`config.mk`:
```
export PLATFORM = sky130hd
export DESIGN_NAME = rv_core_top
export DESIGN_NICKNAME = d
export VERILOG_FILES = /design/src/rv_core_pkg.sv /design/src/register_file.sv /design/src/fetch_unit.sv /design/src/decode_unit.sv /design/src/execute_unit.sv /design/src/apb_arbiter.sv /design/src/rv_core_top.sv
export SDC_FILE = /design/constraint.sdc
export NUM_CORES = 2
export LEC_CHECK = 0
export ABC_AREA = 1
export BUFFER_PORTS_ARGS = -buffer_cell sky130_fd_sc_hd__buf_2
export CORE_MARGIN = 3
export CORE_UTILIZATION = 30
export CTS_BUF_LIST = sky130_fd_sc_hd__clkbuf_16
export CTS_CLUSTER_DIAMETER = 60
export DETAILED_ROUTE_END_ITERATION = 12
export PLACE_DENSITY = 0.53
export SYNTH_ARGS = -nofsm -noshare
export SYNTH_HDL_FRONTEND = slang
export SYNTH_SLANG_ARGS = --single-unit
```
`constraint.sdc`:
```
create_clock -name clock -period 14.8 [get_ports clock]
set_input_delay 1.48 -clock clock [delete_from_list [all_inputs] [get_ports clock]]
set_output_delay 1.48 -clock clock [all_outputs]
set_load 0.005 [all_outputs]
```
`src/rv_core_pkg.sv`:
```
package rv_core_pkg;

  // data word, byte address or instruction
  typedef logic [31:0] word_t;
  typedef logic [4:0] reg_index_t;

  // ALU operations; the last six are the branch comparisons
  typedef enum logic [3:0] {
    alu_add,
    alu_sub,
    alu_sll,
    alu_slt,
    alu_sltu,
    alu_xor,
    alu_srl,
    alu_sra,
    alu_or,
    alu_and,
    alu_eq,
    alu_ne,
    alu_lt,
    alu_ge,
    alu_ltu,
    alu_geu
  } alu_op_t;

  // writeback source
  typedef enum logic [1:0] {
    res_alu,
    res_link,
    res_pc_imm,
    res_load
  } result_sel_t;

  typedef enum logic [1:0] {
    arb_idle,
    arb_setup,
    arb_access
  } arb_state_t;

  typedef enum logic [1:0] {
    fetch_request,
    fetch_wait,
    fetch_hold
  } fetch_state_t;

endpackage

```
`src/register_file.sv`:
```
`timescale 1ns/1ps

module register_file (
  input  logic                    clock,
  input  rv_core_pkg::reg_index_t rs1,
  input  rv_core_pkg::reg_index_t rs2,
  input  logic                    wen,
  input  rv_core_pkg::reg_index_t wd_index,
  input  rv_core_pkg::word_t      wdata,
  output rv_core_pkg::word_t      rdata1,
  output rv_core_pkg::word_t      rdata2
);
  import rv_core_pkg::*;

  // x0 has no storage
  word_t regs [1:31];

  always_ff @(posedge clock) begin
    if (wen && wd_index != '0) begin
      regs[wd_index] <= wdata;
    end
  end

  assign rdata1 = (rs1 == '0) ? '0 : regs[rs1];
  assign rdata2 = (rs2 == '0) ? '0 : regs[rs2];

endmodule

```
`src/fetch_unit.sv`:
```
`timescale 1ns/1ps

module fetch_unit #(
  parameter rv_core_pkg::word_t reset_pc = '0
) (
  input  logic               clock,
  input  logic               reset,
  input  logic               fetch_ready,
  input  rv_core_pkg::word_t fetch_rdata,
  input  logic               idu_ready,
  input  logic               redirect,
  input  rv_core_pkg::word_t redirect_pc,
  output logic               fetch_req,
  output rv_core_pkg::word_t fetch_addr,
  output logic               inst_valid,
  output rv_core_pkg::word_t inst,
  output rv_core_pkg::word_t inst_pc
);
  import rv_core_pkg::*;

  fetch_state_t state;
  word_t pc;
  // target of a redirect seen while a fetch was still in flight
  word_t resume_pc;
  logic discard;

  // the request state lasts one cycle, the arbiter cannot answer sooner
  assign fetch_req = (state == fetch_request) || (state == fetch_wait);
  assign fetch_addr = pc;
  assign inst_valid = state == fetch_hold;

  always_ff @(posedge clock) begin
    if (reset) begin
      state <= fetch_request;
      pc <= reset_pc;
      discard <= 1'b0;
    end else begin
      case (state)
        fetch_request, fetch_wait: begin
          if (fetch_ready) begin
            discard <= 1'b0;
            // a stale word is thrown away and the fetch restarts at once
            state <= (discard || redirect) ? fetch_request : fetch_hold;
            if (redirect) begin
              pc <= redirect_pc;
            end else if (discard) begin
              pc <= resume_pc;
            end
          end else begin
            state <= fetch_wait;
            if (redirect) begin
              discard <= 1'b1;
            end
          end
        end
        default: begin
          if (redirect || idu_ready) begin
            state <= fetch_request;
            pc <= redirect ? redirect_pc : pc + 32'd4;
          end
        end
      endcase
    end
  end

  always_ff @(posedge clock) begin
    if (redirect) begin
      resume_pc <= redirect_pc;
    end
    if (fetch_ready) begin
      inst <= fetch_rdata;
      inst_pc <= pc;
    end
  end

endmodule

```
`src/decode_unit.sv`:
```
`timescale 1ns/1ps

module decode_unit (
  input  logic                     clock,
  input  logic                     reset,
  input  logic                     inst_valid,
  input  rv_core_pkg::word_t       inst,
  input  rv_core_pkg::word_t       inst_pc,
  input  logic                     block,
  input  logic                     redirect,
  output logic                     idu_ready,
  output logic                     decode_valid,
  output rv_core_pkg::word_t       dec_pc,
  output rv_core_pkg::alu_op_t     alu_op,
  output rv_core_pkg::word_t       imm,
  output rv_core_pkg::reg_index_t  rs1,
  output rv_core_pkg::reg_index_t  rs2,
  output rv_core_pkg::reg_index_t  rd,
  output logic                     use_imm,
  output logic                     use_pc,
  output rv_core_pkg::result_sel_t result_sel,
  output logic                     r_wen,
  output logic                     mem_ren,
  output logic                     mem_wen,
  output logic                     is_branch,
  output logic                     is_jal,
  output logic                     is_jalr
);
  import rv_core_pkg::*;

  word_t inst_q;
  logic [6:0] opcode;
  logic [2:0] funct3;
  logic [6:0] funct7;
  logic lui, auipc, jal, jalr, branch, load, store, op_imm, op;
  logic shift_ok, op_ok, legal;

  assign opcode = inst_q[6:0];
  assign funct3 = inst_q[14:12];
  assign funct7 = inst_q[31:25];

  assign lui    = opcode == 7'b01_101_11;
  assign auipc  = opcode == 7'b00_101_11;
  assign jal    = opcode == 7'b11_011_11;
  assign jalr   = opcode == 7'b11_001_11;
  assign branch = opcode == 7'b11_000_11;
  assign load   = opcode == 7'b00_000_11;
  assign store  = opcode == 7'b01_000_11;
  assign op_imm = opcode == 7'b00_100_11;
  assign op     = opcode == 7'b01_100_11;

  // a load or store in flight still reads the held fields
  assign idu_ready = !block;

  always_ff @(posedge clock) begin
    if (reset || redirect) begin
      decode_valid <= 1'b0;
    end else if (!block) begin
      decode_valid <= inst_valid;
    end
  end

  always_ff @(posedge clock) begin
    if (!block && inst_valid) begin
      inst_q <= inst;
      dec_pc <= inst_pc;
    end
  end

  always_comb begin
    if (lui || auipc) begin
      imm = {inst_q[31:12], 12'b0};
    end else if (jal) begin
      imm = {{12{inst_q[31]}}, inst_q[19:12], inst_q[20], inst_q[30:21], 1'b0};
    end else if (branch) begin
      imm = {{20{inst_q[31]}}, inst_q[7], inst_q[30:25], inst_q[11:8], 1'b0};
    end else if (store) begin
      imm = {{20{inst_q[31]}}, inst_q[31:25], inst_q[11:7]};
    end else begin
      imm = {{20{inst_q[31]}}, inst_q[31:20]};
    end
  end

  always_comb begin
    alu_op = alu_add;
    if (branch) begin
      case (funct3)
        3'b000:  alu_op = alu_eq;
        3'b001:  alu_op = alu_ne;
        3'b100:  alu_op = alu_lt;
        3'b101:  alu_op = alu_ge;
        3'b110:  alu_op = alu_ltu;
        default: alu_op = alu_geu;
      endcase
    end else if (op || op_imm) begin
      case (funct3)
        3'b000:  alu_op = (op && funct7[5]) ? alu_sub : alu_add;
        3'b001:  alu_op = alu_sll;
        3'b010:  alu_op = alu_slt;
        3'b011:  alu_op = alu_sltu;
        3'b100:  alu_op = alu_xor;
        3'b101:  alu_op = funct7[5] ? alu_sra : alu_srl;
        3'b110:  alu_op = alu_or;
        default: alu_op = alu_and;
      endcase
    end
  end

  // LUI reads x0 so the ALU forms 0 + imm
  assign rs1 = lui ? '0 : inst_q[19:15];
  assign rs2 = inst_q[24:20];
  assign rd = inst_q[11:7];

  assign use_imm = lui || auipc || jalr || load || store || op_imm;
  assign use_pc = auipc;
  assign result_sel = (jal || jalr) ? res_link :
                      auipc         ? res_pc_imm :
                      load          ? res_load : res_alu;
  assign r_wen = lui || auipc || jal || jalr || load || op_imm || op;
  assign mem_ren = load;
  assign mem_wen = store;
  assign is_branch = branch;
  assign is_jal = jal;
  assign is_jalr = jalr;

  assign shift_ok = (funct3 == 3'b001) ? (funct7 == 7'b0) :
                    (funct3 != 3'b101) || funct7 == 7'b0 || funct7 == 7'b0100000;
  assign op_ok = funct7 == 7'b0 ||
                 (funct7 == 7'b0100000 && (funct3 == 3'b000 || funct3 == 3'b101));
  assign legal = lui || auipc || jal || (jalr && funct3 == 3'b000) ||
                 (branch && funct3[2:1] != 2'b01) ||
                 ((load || store) && funct3 == 3'b010) ||
                 (op_imm && shift_ok) || (op && op_ok);

  // fetch only ever hands over supported RV32I words
  assert property (@(posedge clock) disable iff (reset)
    inst_valid && idu_ready && !redirect |=> legal);

endmodule

```
`src/execute_unit.sv`:
```
`timescale 1ns/1ps

module execute_unit (
  input  logic                     clock,
  input  logic                     reset,
  input  logic                     decode_valid,
  input  rv_core_pkg::word_t       dec_pc,
  input  rv_core_pkg::alu_op_t     alu_op,
  input  rv_core_pkg::word_t       imm,
  input  rv_core_pkg::reg_index_t  rs1,
  input  rv_core_pkg::reg_index_t  rs2,
  input  rv_core_pkg::reg_index_t  rd,
  input  logic                     use_imm,
  input  logic                     use_pc,
  input  rv_core_pkg::result_sel_t result_sel,
  input  logic                     r_wen,
  input  logic                     mem_ren,
  input  logic                     mem_wen,
  input  logic                     is_branch,
  input  logic                     is_jal,
  input  logic                     is_jalr,
  input  logic                     data_ready,
  input  rv_core_pkg::word_t       data_rdata,
  output logic                     block,
  output logic                     redirect,
  output rv_core_pkg::word_t       redirect_pc,
  output logic                     data_req,
  output logic                     data_write,
  output rv_core_pkg::word_t       data_addr,
  output rv_core_pkg::word_t       data_wdata,
  output logic                     retire_valid,
  output rv_core_pkg::word_t       retire_pc,
  output rv_core_pkg::reg_index_t  retire_rd,
  output rv_core_pkg::word_t       retire_value
);
  import rv_core_pkg::*;

  word_t rdata1, rdata2, op_a, op_b, alu_result, pc_target, wb_value;
  logic is_mem, mem_busy, take, finish, wen;

  register_file i_register_file (
    .clock    (clock),
    .rs1      (rs1),
    .rs2      (rs2),
    .wen      (wen),
    .wd_index (rd),
    .wdata    (wb_value),
    .rdata1   (rdata1),
    .rdata2   (rdata2)
  );

  assign op_a = use_pc ? dec_pc : rdata1;
  assign op_b = use_imm ? imm : rdata2;

  always_comb begin
    case (alu_op)
      alu_add:  alu_result = op_a + op_b;
      alu_sub:  alu_result = op_a - op_b;
      alu_sll:  alu_result = op_a << op_b[4:0];
      alu_slt:  alu_result = {31'b0, $signed(op_a) < $signed(op_b)};
      alu_sltu: alu_result = {31'b0, op_a < op_b};
      alu_xor:  alu_result = op_a ^ op_b;
      alu_srl:  alu_result = op_a >> op_b[4:0];
      alu_sra:  alu_result = word_t'($signed(op_a) >>> op_b[4:0]);
      alu_or:   alu_result = op_a | op_b;
      alu_and:  alu_result = op_a & op_b;
      alu_eq:   alu_result = {31'b0, op_a == op_b};
      alu_ne:   alu_result = {31'b0, op_a != op_b};
      alu_lt:   alu_result = {31'b0, $signed(op_a) < $signed(op_b)};
      alu_ge:   alu_result = {31'b0, $signed(op_a) >= $signed(op_b)};
      alu_ltu:  alu_result = {31'b0, op_a < op_b};
      default:  alu_result = {31'b0, op_a >= op_b};
    endcase
  end

  // branch and JAL target, also the AUIPC result
  assign pc_target = dec_pc + imm;

  always_comb begin
    case (result_sel)
      res_link:   wb_value = dec_pc + 32'd4;
      res_pc_imm: wb_value = pc_target;
      res_load:   wb_value = data_rdata;
      default:    wb_value = alu_result;
    endcase
  end

  assign is_mem = mem_ren || mem_wen;
  // the instruction after a redirect is on the wrong path
  assign take = decode_valid && !mem_busy && !redirect;
  assign finish = mem_busy && data_ready;
  assign wen = r_wen && ((take && !is_mem) || finish);

  // low again in the ready cycle so decode can move on
  assign block = mem_busy && !data_ready;
  assign data_req = mem_busy;
  assign data_write = mem_wen;
  assign data_addr = alu_result;
  assign data_wdata = rdata2;

  always_ff @(posedge clock) begin
    if (reset) begin
      mem_busy <= 1'b0;
      redirect <= 1'b0;
      retire_valid <= 1'b0;
    end else begin
      redirect <= take && (is_jal || is_jalr || (is_branch && alu_result[0]));
      retire_valid <= (take && !is_mem) || finish;
      if (take && is_mem) begin
        mem_busy <= 1'b1;
      end else if (finish) begin
        mem_busy <= 1'b0;
      end
    end
  end

  always_ff @(posedge clock) begin
    if (take) begin
      redirect_pc <= is_jalr ? {alu_result[31:1], 1'b0} : pc_target;
    end
    if ((take && !is_mem) || finish) begin
      retire_pc <= dec_pc;
      retire_rd <= r_wen ? rd : '0;
      retire_value <= r_wen ? wb_value : '0;
    end
  end

  // decode is flushed by the redirect, so no access can start right after it
  assert property (@(posedge clock) disable iff (reset)
    redirect |-> !data_req ##1 !$rose(data_req));

endmodule

```
`src/apb_arbiter.sv`:
```
`timescale 1ns/1ps

module apb_arbiter (
  input  logic               clock,
  input  logic               reset,
  input  logic               fetch_req,
  input  rv_core_pkg::word_t fetch_addr,
  input  logic               data_req,
  input  logic               data_write,
  input  rv_core_pkg::word_t data_addr,
  input  rv_core_pkg::word_t data_wdata,
  input  logic               pready,
  input  rv_core_pkg::word_t prdata,
  output logic               fetch_ready,
  output logic               data_ready,
  output rv_core_pkg::word_t rdata,
  output logic               psel,
  output logic               penable,
  output logic               pwrite,
  output rv_core_pkg::word_t paddr,
  output rv_core_pkg::word_t pwdata
);
  import rv_core_pkg::*;

  arb_state_t state;
  // set when the load/store path owns the current transfer
  logic owner_data;

  assign psel = state != arb_idle;
  assign penable = state == arb_access;
  assign fetch_ready = penable && pready && !owner_data;
  assign data_ready = penable && pready && owner_data;
  assign rdata = prdata;

  always_ff @(posedge clock) begin
    if (reset) begin
      state <= arb_idle;
      owner_data <= 1'b0;
    end else begin
      case (state)
        arb_idle: begin
          if (data_req || fetch_req) begin
            state <= arb_setup;
            // data wins a tie
            owner_data <= data_req;
          end
        end
        arb_setup: state <= arb_access;
        default: begin
          if (pready) begin
            state <= arb_idle;
          end
        end
      endcase
    end
  end

  // address and data are captured at grant and held for the whole transfer
  always_ff @(posedge clock) begin
    if (state == arb_idle) begin
      paddr <= data_req ? data_addr : fetch_addr;
      pwrite <= data_req && data_write;
      pwdata <= data_wdata;
    end
  end

  // the owner keeps its request raised until its ready pulse
  assert property (@(posedge clock) disable iff (reset)
    psel |-> (owner_data ? data_req : fetch_req));

  // bus address and direction track what the owner is still asking for
  assert property (@(posedge clock) disable iff (reset)
    psel |-> paddr == (owner_data ? data_addr : fetch_addr) &&
             pwrite == (owner_data && data_write));

endmodule

```
`src/rv_core_top.sv`:
```
`timescale 1ns/1ps

module rv_core_top #(
  parameter rv_core_pkg::word_t reset_pc = '0
) (
  input  logic                    clock,
  input  logic                    reset,
  input  logic                    pready,
  input  rv_core_pkg::word_t      prdata,
  output logic                    psel,
  output logic                    penable,
  output logic                    pwrite,
  output rv_core_pkg::word_t      paddr,
  output rv_core_pkg::word_t      pwdata,
  output logic                    retire_valid,
  output rv_core_pkg::word_t      retire_pc,
  output rv_core_pkg::reg_index_t retire_rd,
  output rv_core_pkg::word_t      retire_value
);
  import rv_core_pkg::*;

  logic fetch_req, fetch_ready, inst_valid, idu_ready;
  word_t fetch_addr, rdata, inst, inst_pc;
  logic decode_valid, use_imm, use_pc, r_wen, mem_ren, mem_wen;
  logic is_branch, is_jal, is_jalr;
  word_t dec_pc, imm;
  alu_op_t alu_op;
  reg_index_t rs1, rs2, rd;
  result_sel_t result_sel;
  logic block, redirect, data_req, data_write, data_ready;
  word_t redirect_pc, data_addr, data_wdata;

  fetch_unit #(.reset_pc(reset_pc)) i_fetch_unit (
    .clock       (clock),
    .reset       (reset),
    .fetch_ready (fetch_ready),
    .fetch_rdata (rdata),
    .idu_ready   (idu_ready),
    .redirect    (redirect),
    .redirect_pc (redirect_pc),
    .fetch_req   (fetch_req),
    .fetch_addr  (fetch_addr),
    .inst_valid  (inst_valid),
    .inst        (inst),
    .inst_pc     (inst_pc)
  );

  decode_unit i_decode_unit (
    .clock (clock), .reset (reset), .inst_valid (inst_valid), .inst (inst),
    .inst_pc (inst_pc), .block (block), .redirect (redirect),
    .idu_ready (idu_ready), .decode_valid (decode_valid), .dec_pc (dec_pc),
    .alu_op (alu_op), .imm (imm), .rs1 (rs1), .rs2 (rs2), .rd (rd),
    .use_imm (use_imm), .use_pc (use_pc), .result_sel (result_sel), .r_wen (r_wen),
    .mem_ren (mem_ren), .mem_wen (mem_wen), .is_branch (is_branch),
    .is_jal (is_jal), .is_jalr (is_jalr)
  );

  execute_unit i_execute_unit (
    .clock (clock), .reset (reset), .decode_valid (decode_valid), .dec_pc (dec_pc),
    .alu_op (alu_op), .imm (imm), .rs1 (rs1), .rs2 (rs2), .rd (rd),
    .use_imm (use_imm), .use_pc (use_pc), .result_sel (result_sel), .r_wen (r_wen),
    .mem_ren (mem_ren), .mem_wen (mem_wen), .is_branch (is_branch),
    .is_jal (is_jal), .is_jalr (is_jalr), .data_ready (data_ready),
    .data_rdata (rdata), .block (block), .redirect (redirect),
    .redirect_pc (redirect_pc), .data_req (data_req), .data_write (data_write),
    .data_addr (data_addr), .data_wdata (data_wdata), .retire_valid (retire_valid),
    .retire_pc (retire_pc), .retire_rd (retire_rd), .retire_value (retire_value)
  );

  apb_arbiter i_apb_arbiter (
    .clock (clock), .reset (reset), .fetch_req (fetch_req), .fetch_addr (fetch_addr),
    .data_req (data_req), .data_write (data_write), .data_addr (data_addr),
    .data_wdata (data_wdata), .pready (pready), .prdata (prdata),
    .fetch_ready (fetch_ready), .data_ready (data_ready), .rdata (rdata),
    .psel (psel), .penable (penable), .pwrite (pwrite), .paddr (paddr), .pwdata (pwdata)
  );

endmodule

```
# After elaboration in Yosys (flattened, before gate mapping)
# Memories as Yosys holds them, arrays and structs flattened. A register that Yosys moved wholly into a read port is not among the register bits.
# Index checks and enable logic that the tools add are counted.
# op_classes
addsub	5
n_lt_le_gt_ge	4
n_eq_ne	41
n_shift	3
muxes	42
bitwise_logic	3
n_reduce_logical	61
# op_table
op	count
case mux 32 bit (13 select lines)	1
2-to-1 mux 32 bit	12
case mux 32 bit (3 select lines)	1
adder 32 x 3 -> 32 bit (second input constant)	2
adder 32 bit	2
greater-or-equal comparator 32 bit	2
less-than comparator 32 bit	2
AND 32 bit	1
== test 32 bit	1
!= test 32 bit	1
bitwise OR 32 bit	1
<< shifter 32 x 5 -> 32 bit	1
>> shifter 32 x 5 -> 32 bit	1
>>> shifter 32 x 5 -> 32 bit	1
subtractor 32 bit	1
bitwise XOR 32 bit	1
2-to-1 mux 31 bit	1
== test 4 bit (second input constant)	7
case mux 4 bit (7 select lines)	1
== test 7 x 6 -> 1 bit (second input constant)	3
== test 7 bit (second input constant)	3
logical OR 1 bit	20
2-to-1 mux 20 bit	1
2-to-1 mux 2 bit	9
31 further kinds	83
# word_totals
reg_bits	368
ram_bits	992
input_bits	35
out_inout_bits	137
n_memories	1
# memory_table
name	words	width	read_ports	rd_ports_with_merged_regs	wr	line_no	source
i_execute_unit.i_register_file.regs	31	32	2	1	1	register_file.sv:16	word_t regs [1:31];

# Longest topological paths before layout
# depth
ltp_word	12
ltp_mapped	39

# Hierarchy
# Synthesis repeated with hierarchy kept, for this count alone.
# hier_totals
hier_cells	10168
area_unflattened_um2	79781.5
# modules_own_cells
mod	instances	cells_each	area_each_um2	seq_area_each_um2
register_file	1	6042	50773.7	29788.6
execute_unit	1	3146	18012.3	3093.0
fetch_unit	1	520	5442.7	3583.4
apb_arbiter	1	223	2807.7	2011.9
decode_unit	1	237	2745.1	1941.9

# Least setup slack after synthesis
# Ideal clock, no wire load.
# synth_timing
path_kind	reg2reg
startpoint	register i_execute_unit.redirect
endpoint	memory i_execute_unit.i_register_file.regs[16][0] (netlist bit) (enable)
setup_time_ps	501
t_arrival_ps	12475
required_time_ps	14299
slack_ps	1824
path_stages_with_launch	10
path_cell_list	dfxtp_1 clkbuf_1 nor3_1 inv_1 o21ai_0 inv_1 nor2_1 o21a_1 nand2_1 nor4_1
# synth_via
elab_chain_cells	8
# synth_lines
element	line_no	source
start, declared	execute_unit.sv:25	output logic redirect,
start signal, assigned	execute_unit.sv:107	redirect <= take && (is_jal || is_jalr || (is_branch && alu_result[0]));
zero test 1 bit	execute_unit.sv:90	assign take = decode_valid && !mem_busy && !redirect;
logical AND 1 bit	execute_unit.sv:90	
via i_execute_unit.take	execute_unit.sv:39	logic is_mem, mem_busy, take, finish, wen;
logical AND 1 bit	execute_unit.sv:92	assign wen = r_wen && ((take && !is_mem) || finish);
logical OR 1 bit	execute_unit.sv:92	
logical AND 1 bit	execute_unit.sv:92	
logical AND 1 bit	register_file.sv:19	if (wen && wd_index != '0) begin
2-to-1 mux 1 bit	register_file.sv:19	
2-to-1 mux 1 bit (implied by the code)	register_file.sv:20	regs[wd_index] <= wdata;
end, declared	register_file.sv:16	
# The timed path passes the listed nets, and every way through them passes these cells.

# Worst setup path after layout
# layout_timing
startpoint	register i_decode_unit.inst_q[5]
endpoint	memory i_execute_unit.i_register_file.regs[8][14] (netlist bit), data pin
# layout_via
elab_chain_cells	10
elab_cells_between_ends	65
cone_classes	add/sub: 3; eq/ne: 26; shift: 3; mux: 17; bitwise: 3; reduce/logical: 12; memory: 1
# layout_lines
element	line_no	source
start, declared	decode_unit.sv:31	word_t inst_q;
start signal, assigned	decode_unit.sv:65	inst_q <= inst;
branches (longest 9 deep; another with memory (31 x 32 bit))	-	
case mux 32 bit (3 select lines) *	execute_unit.sv:80	case (result_sel)
via i_execute_unit.i_register_file.wdata[14]	register_file.sv:9	input rv_core_pkg::word_t wdata,
# Mark *: on every way through the listed nets, which the timed path passes.

==> impl_metrics.py <==
metrics = {
    "logic_synthesis": {
        "synth-edff-count": 1318,
        "synth_ff_type": "edfxtp_1",
        "syn-num-nets": 8865,
        "netlist_instances": 8696,
        "synthArstFlopShare_pct": 0,
        "netlist_area_um2": 75700,
        "netlist-cell-type-count": 56,
        "ys_ff_latch": 1365,
        "ys_warn_count": 0,
        "seq_area_frac_synth_pct": 53.5,
        "synth_area_per_cell_um2": 8.70,
    },
    "grt": {
        "grt_pass1_wl_mm": 507,
        "grt_max_degree": 174,
        "grtUsageMet3_pct": 6.23,
        "antenna_found_initial": 23,
        "grt_pass1_vias": 65913,
        "gr-usage-met2_pct": 40.4,
        "grt_use_total_pct": 27.2,
        "overflow": 0,
        "use_met1_pct": 37.6,
        "grt.busiest_layer": "met2",
    },
    "clocking": {
        "cts_sinks": 1365,
        "cts_tree": "done",
        "cts_buffers": 154,
        "postCtsSetupRepairBufs": 0,
        "clock_latency_ns": 0.84,
        "path_clk_slew_ns": 0.06,
        "postCtsHoldBufs": 0,
        "cts-root-buf": "clkbuf_16",
        "post_cts_resized": 0,
        "cts_max_level": 4,
        "clk_path_buf_depth": 3,
    },
    "floorplan": {
        "die_x_um": 508,
        "num_rows": 183,
        "io_pins": 172,
        "dieArea_um2": 258000,
        "start_util_pct": 30.3,
        "die_h_um": 508,
        "coreArea_um2": 250000,
    },
    "min_path": {
        "hold_class": "reg2reg",
        "hold_depth": 0,
        "min-delay-start": "i_fetch_unit.inst[1]",
        "min_to": "i_decode_unit.inst_q[1]",
    },
    "critical_path": {
        "crit_path_frequent_cell": "nand2_1",
        "r2r-end": "i_execute_unit.i_register_file.regs[8][14]",
        "r2r_cells": 34,
        "cp_top_family": "simple AND/OR/NAND/NOR gates",
        "cp_max_fo": 114,
        "r2r-start": "i_decode_unit.inst_q[5]",
        "start_kind": "register",
        "setup.worst_path.class": "reg2reg",
        "slowest_stage": "nand2_1",
        "cp.arrival_ns": 10.40,
        "end_kind": "register",
        "cpPeakStageDelay_ns": 0.78,
        "path_buf_inv": 4,
        "crit_required_ns": 15.03,
        "r2r_slack_ns": 4.63,
    },
    "timing": {
        "rsz0062_at_grt": "no",
        "finalHoldViolations": 0,
        "setup_tns_ns": 0,
        "max_slew.worst_pin.slew_ns": 1.41,
        "slew_viol_final": 0,
        "maxSlewHeadroom_pct": 5.64,
        "max_freq_mhz": 98.3,
        "final-setup-viol-count": 0,
        "fin_worst_skew_ns": 0.0449,
        "fin_crit_ns": 10.17,
        "timing.hold.ws_ns": 0.415,
        "fin_crit_sh_pct": 68.7,
    },
    "power": {
        "intPower_w": 0.00670,
        "totalPowerFinal_w": 0.00917,
        "comb_power_share_pct": 10.8,
        "p_leak_nw": 31.8,
        "clkPwrFrac_pct": 41.1,
        "p_per_area_nw_per_um2": 108,
        "swShare_pct": 26.9,
        "p_seq_share_pct": 48.2,
        "power.switching_w": 0.00247,
        "ir_worst_vdd_mv": 0.123,
    },
    "placed_design": {
        "port_buffers": 171,
        "hpwl_mm": 234,
        "dp.cells": 11764,
        "gp_congestion": 1.02,
    },
    "cells_and_area": {
        "layout.nets": 8760,
        "final_common_cell": "nand2_1",
        "mostFrequentLayoutCells": "nand2_1 (1,895), nand3_1 (1,621), edfxtp_1 (1,318)",
        "area_growth_pct": 12.1,
        "drive_gt1_share_pct": 7.80,
        "final_util_pct": 34.0,
        "final_cells": 12066,
    },
    "status": {
        "violations": "DRC",
        "outcome": "finished with violations",
    },
    "drt": {
        "drt-total-wl_mm": 365,
        "final_antenna_net_count": 0,
        "first_pass_iters": 11,
        "drc_errors": 3,
        "vias_per_cell": 5.90,
        "drtIter0Drc": 9917,
        "post_drt_wl_per_cell_um": 30.3,
        "vias": 71141,
    },
    "flow_run": {
        "drv_cap": 0,
    },
}
==> flip-flops by register name, summed over array words and instances, names as in the netlist, 2 cells and up, named ones only <==
register / count
i_execute_unit.retire_value: 32
i_fetch_unit.inst: 32
i_fetch_unit.inst_pc: 32
i_apb_arbiter.pwdata: 32
i_fetch_unit.state: 2
i_decode_unit.inst_q: 32
i_decode_unit.dec_pc: 32
i_execute_unit.retire_rd: 5
i_execute_unit.i_register_file.regs: 992
i_fetch_unit.fetch_addr: 32
i_apb_arbiter.paddr: 32
i_execute_unit.redirect_pc: 32
i_apb_arbiter.state: 2
i_fetch_unit.resume_pc: 32
i_execute_unit.retire_pc: 32
==> routing by layer <==
metal	part of all wire, %	up-vias
met4	5.1	6
li1	-	30522
met5	0.0093	-
met2	43	4784
met3	11	804
met1	41	35025
==> worst reg2reg max path, delay by kind of cell (launching register included) <==
family	cells	cell delay, ns
and+or+nand+nor	21	4.95
buffers and inverters	4	1.89
AOI/OAI and AO/OA	8	1.77
DFF	1	0.48
adders and majority gates	1	0.44
==> worst max-delay path by stage <==
stage	from	end	slack (ns)	depth (start not counted)
CTS	i_decode_unit.inst_q[5]	i_execute_unit.i_register_file.regs[8][14]	4.94	35
global placement	register	i_execute_unit.i_register_file.regs[21][14]	4.94	29
global route	i_decode_unit.inst_q[5]	i_execute_unit.i_register_file.regs[22][18]	4.39	36
detailed placement	i_decode_unit.inst_q[5]	i_execute_unit.i_register_file.regs[21][14]	4.95	35
finish	i_decode_unit.inst_q[5]	i_execute_unit.i_register_file.regs[8][14]	4.63	34
floorplan	i_execute_unit.redirect	i_execute_unit.i_register_file.regs[16][0]	1.82	9
==> kinds of logic after synthesis <==
kind of cell	share of synthesized area [%]
buffers and inverters	6.19
adder cells (fa/ha/maj)	2.24
AND/OR/NAND/NOR	25.0
XOR/XNOR	0.532
flip-flops	53.5
AO/OA/AOI/OAI	12.5
==> stage by stage <==
step | worst slack [ns] | instance area, um2
final | 4.63 | 84900
after global routing | 4.39 | 84800
after CTS | 4.94 | 84800
after detailed placement | 4.95 | 79900
after global placement | 4.94 | 79900
after floorplan | 1.82 | 75700
==> power groups by stage <==
stage | Clock, W | Combinational (W) | Sequential (W)
after detailed placement | 0 | 0.000956 | 0.00450
after floorplan | 0 | 0.000512 | 0.00449
after global placement | 0 | 0.000957 | 0.00450
after global routing | 0.00397 | 0.00104 | 0.00442
final | 0.00377 | 0.000988 | 0.00442
after CTS | 0.00382 | 0.000959 | 0.00442
==> cells in the mapped netlist (all sizes together), types with 8 or more instances <==
| cell | n | area share (%) |
|---|---|---|
| a221oi | 44 | 0.51 |
| xnor2 | 11 | 0.13 |
| xor2 | 35 | 0.41 |
| nand3 | 1627 | 11 |
| o221ai | 181 | 2.1 |
| o21bai | 13 | 0.13 |
| inv | 547 | 2.7 |
| a21oi | 288 | 1.9 |
| o22ai | 65 | 0.54 |
| nor4 | 17 | 0.14 |
| nor2 | 781 | 3.9 |
| a31oi | 41 | 0.34 |
| or2 | 15 | 0.12 |
| dfxtp | 47 | 1.2 |
| edfxtp | 1318 | 52 |
| o2111ai | 22 | 0.25 |
| nand4 | 26 | 0.21 |
| nor3 | 41 | 0.28 |
| ha | 131 | 2.2 |
| o21ai | 783 | 5.2 |
| nand2 | 1905 | 9.5 |
| a21boi | 8 | 0.079 |
| o211ai | 96 | 0.95 |
| clkbuf | 297 | 1.5 |
| a211oi | 9 | 0.089 |
| buf | 299 | 2.0 |
==> cell type report <==
| class | instances | area (um2) |
|---|---|---|
| Fill cell | 25582 | 165000 |
| Sequential cell | 1365 | 40500 |
| Multi-Input combinational cell | 6183 | 30900 |
| Tap cell | 3330 | 4170 |
| Clock buffer | 158 | 3950 |
| Timing Repair Buffer | 335 | 2200 |
| Inverter | 552 | 2090 |
| Clock inverter | 125 | 956 |
| Antenna cell | 18 | 45.0 |
Power figures use the tool's default switching activity.
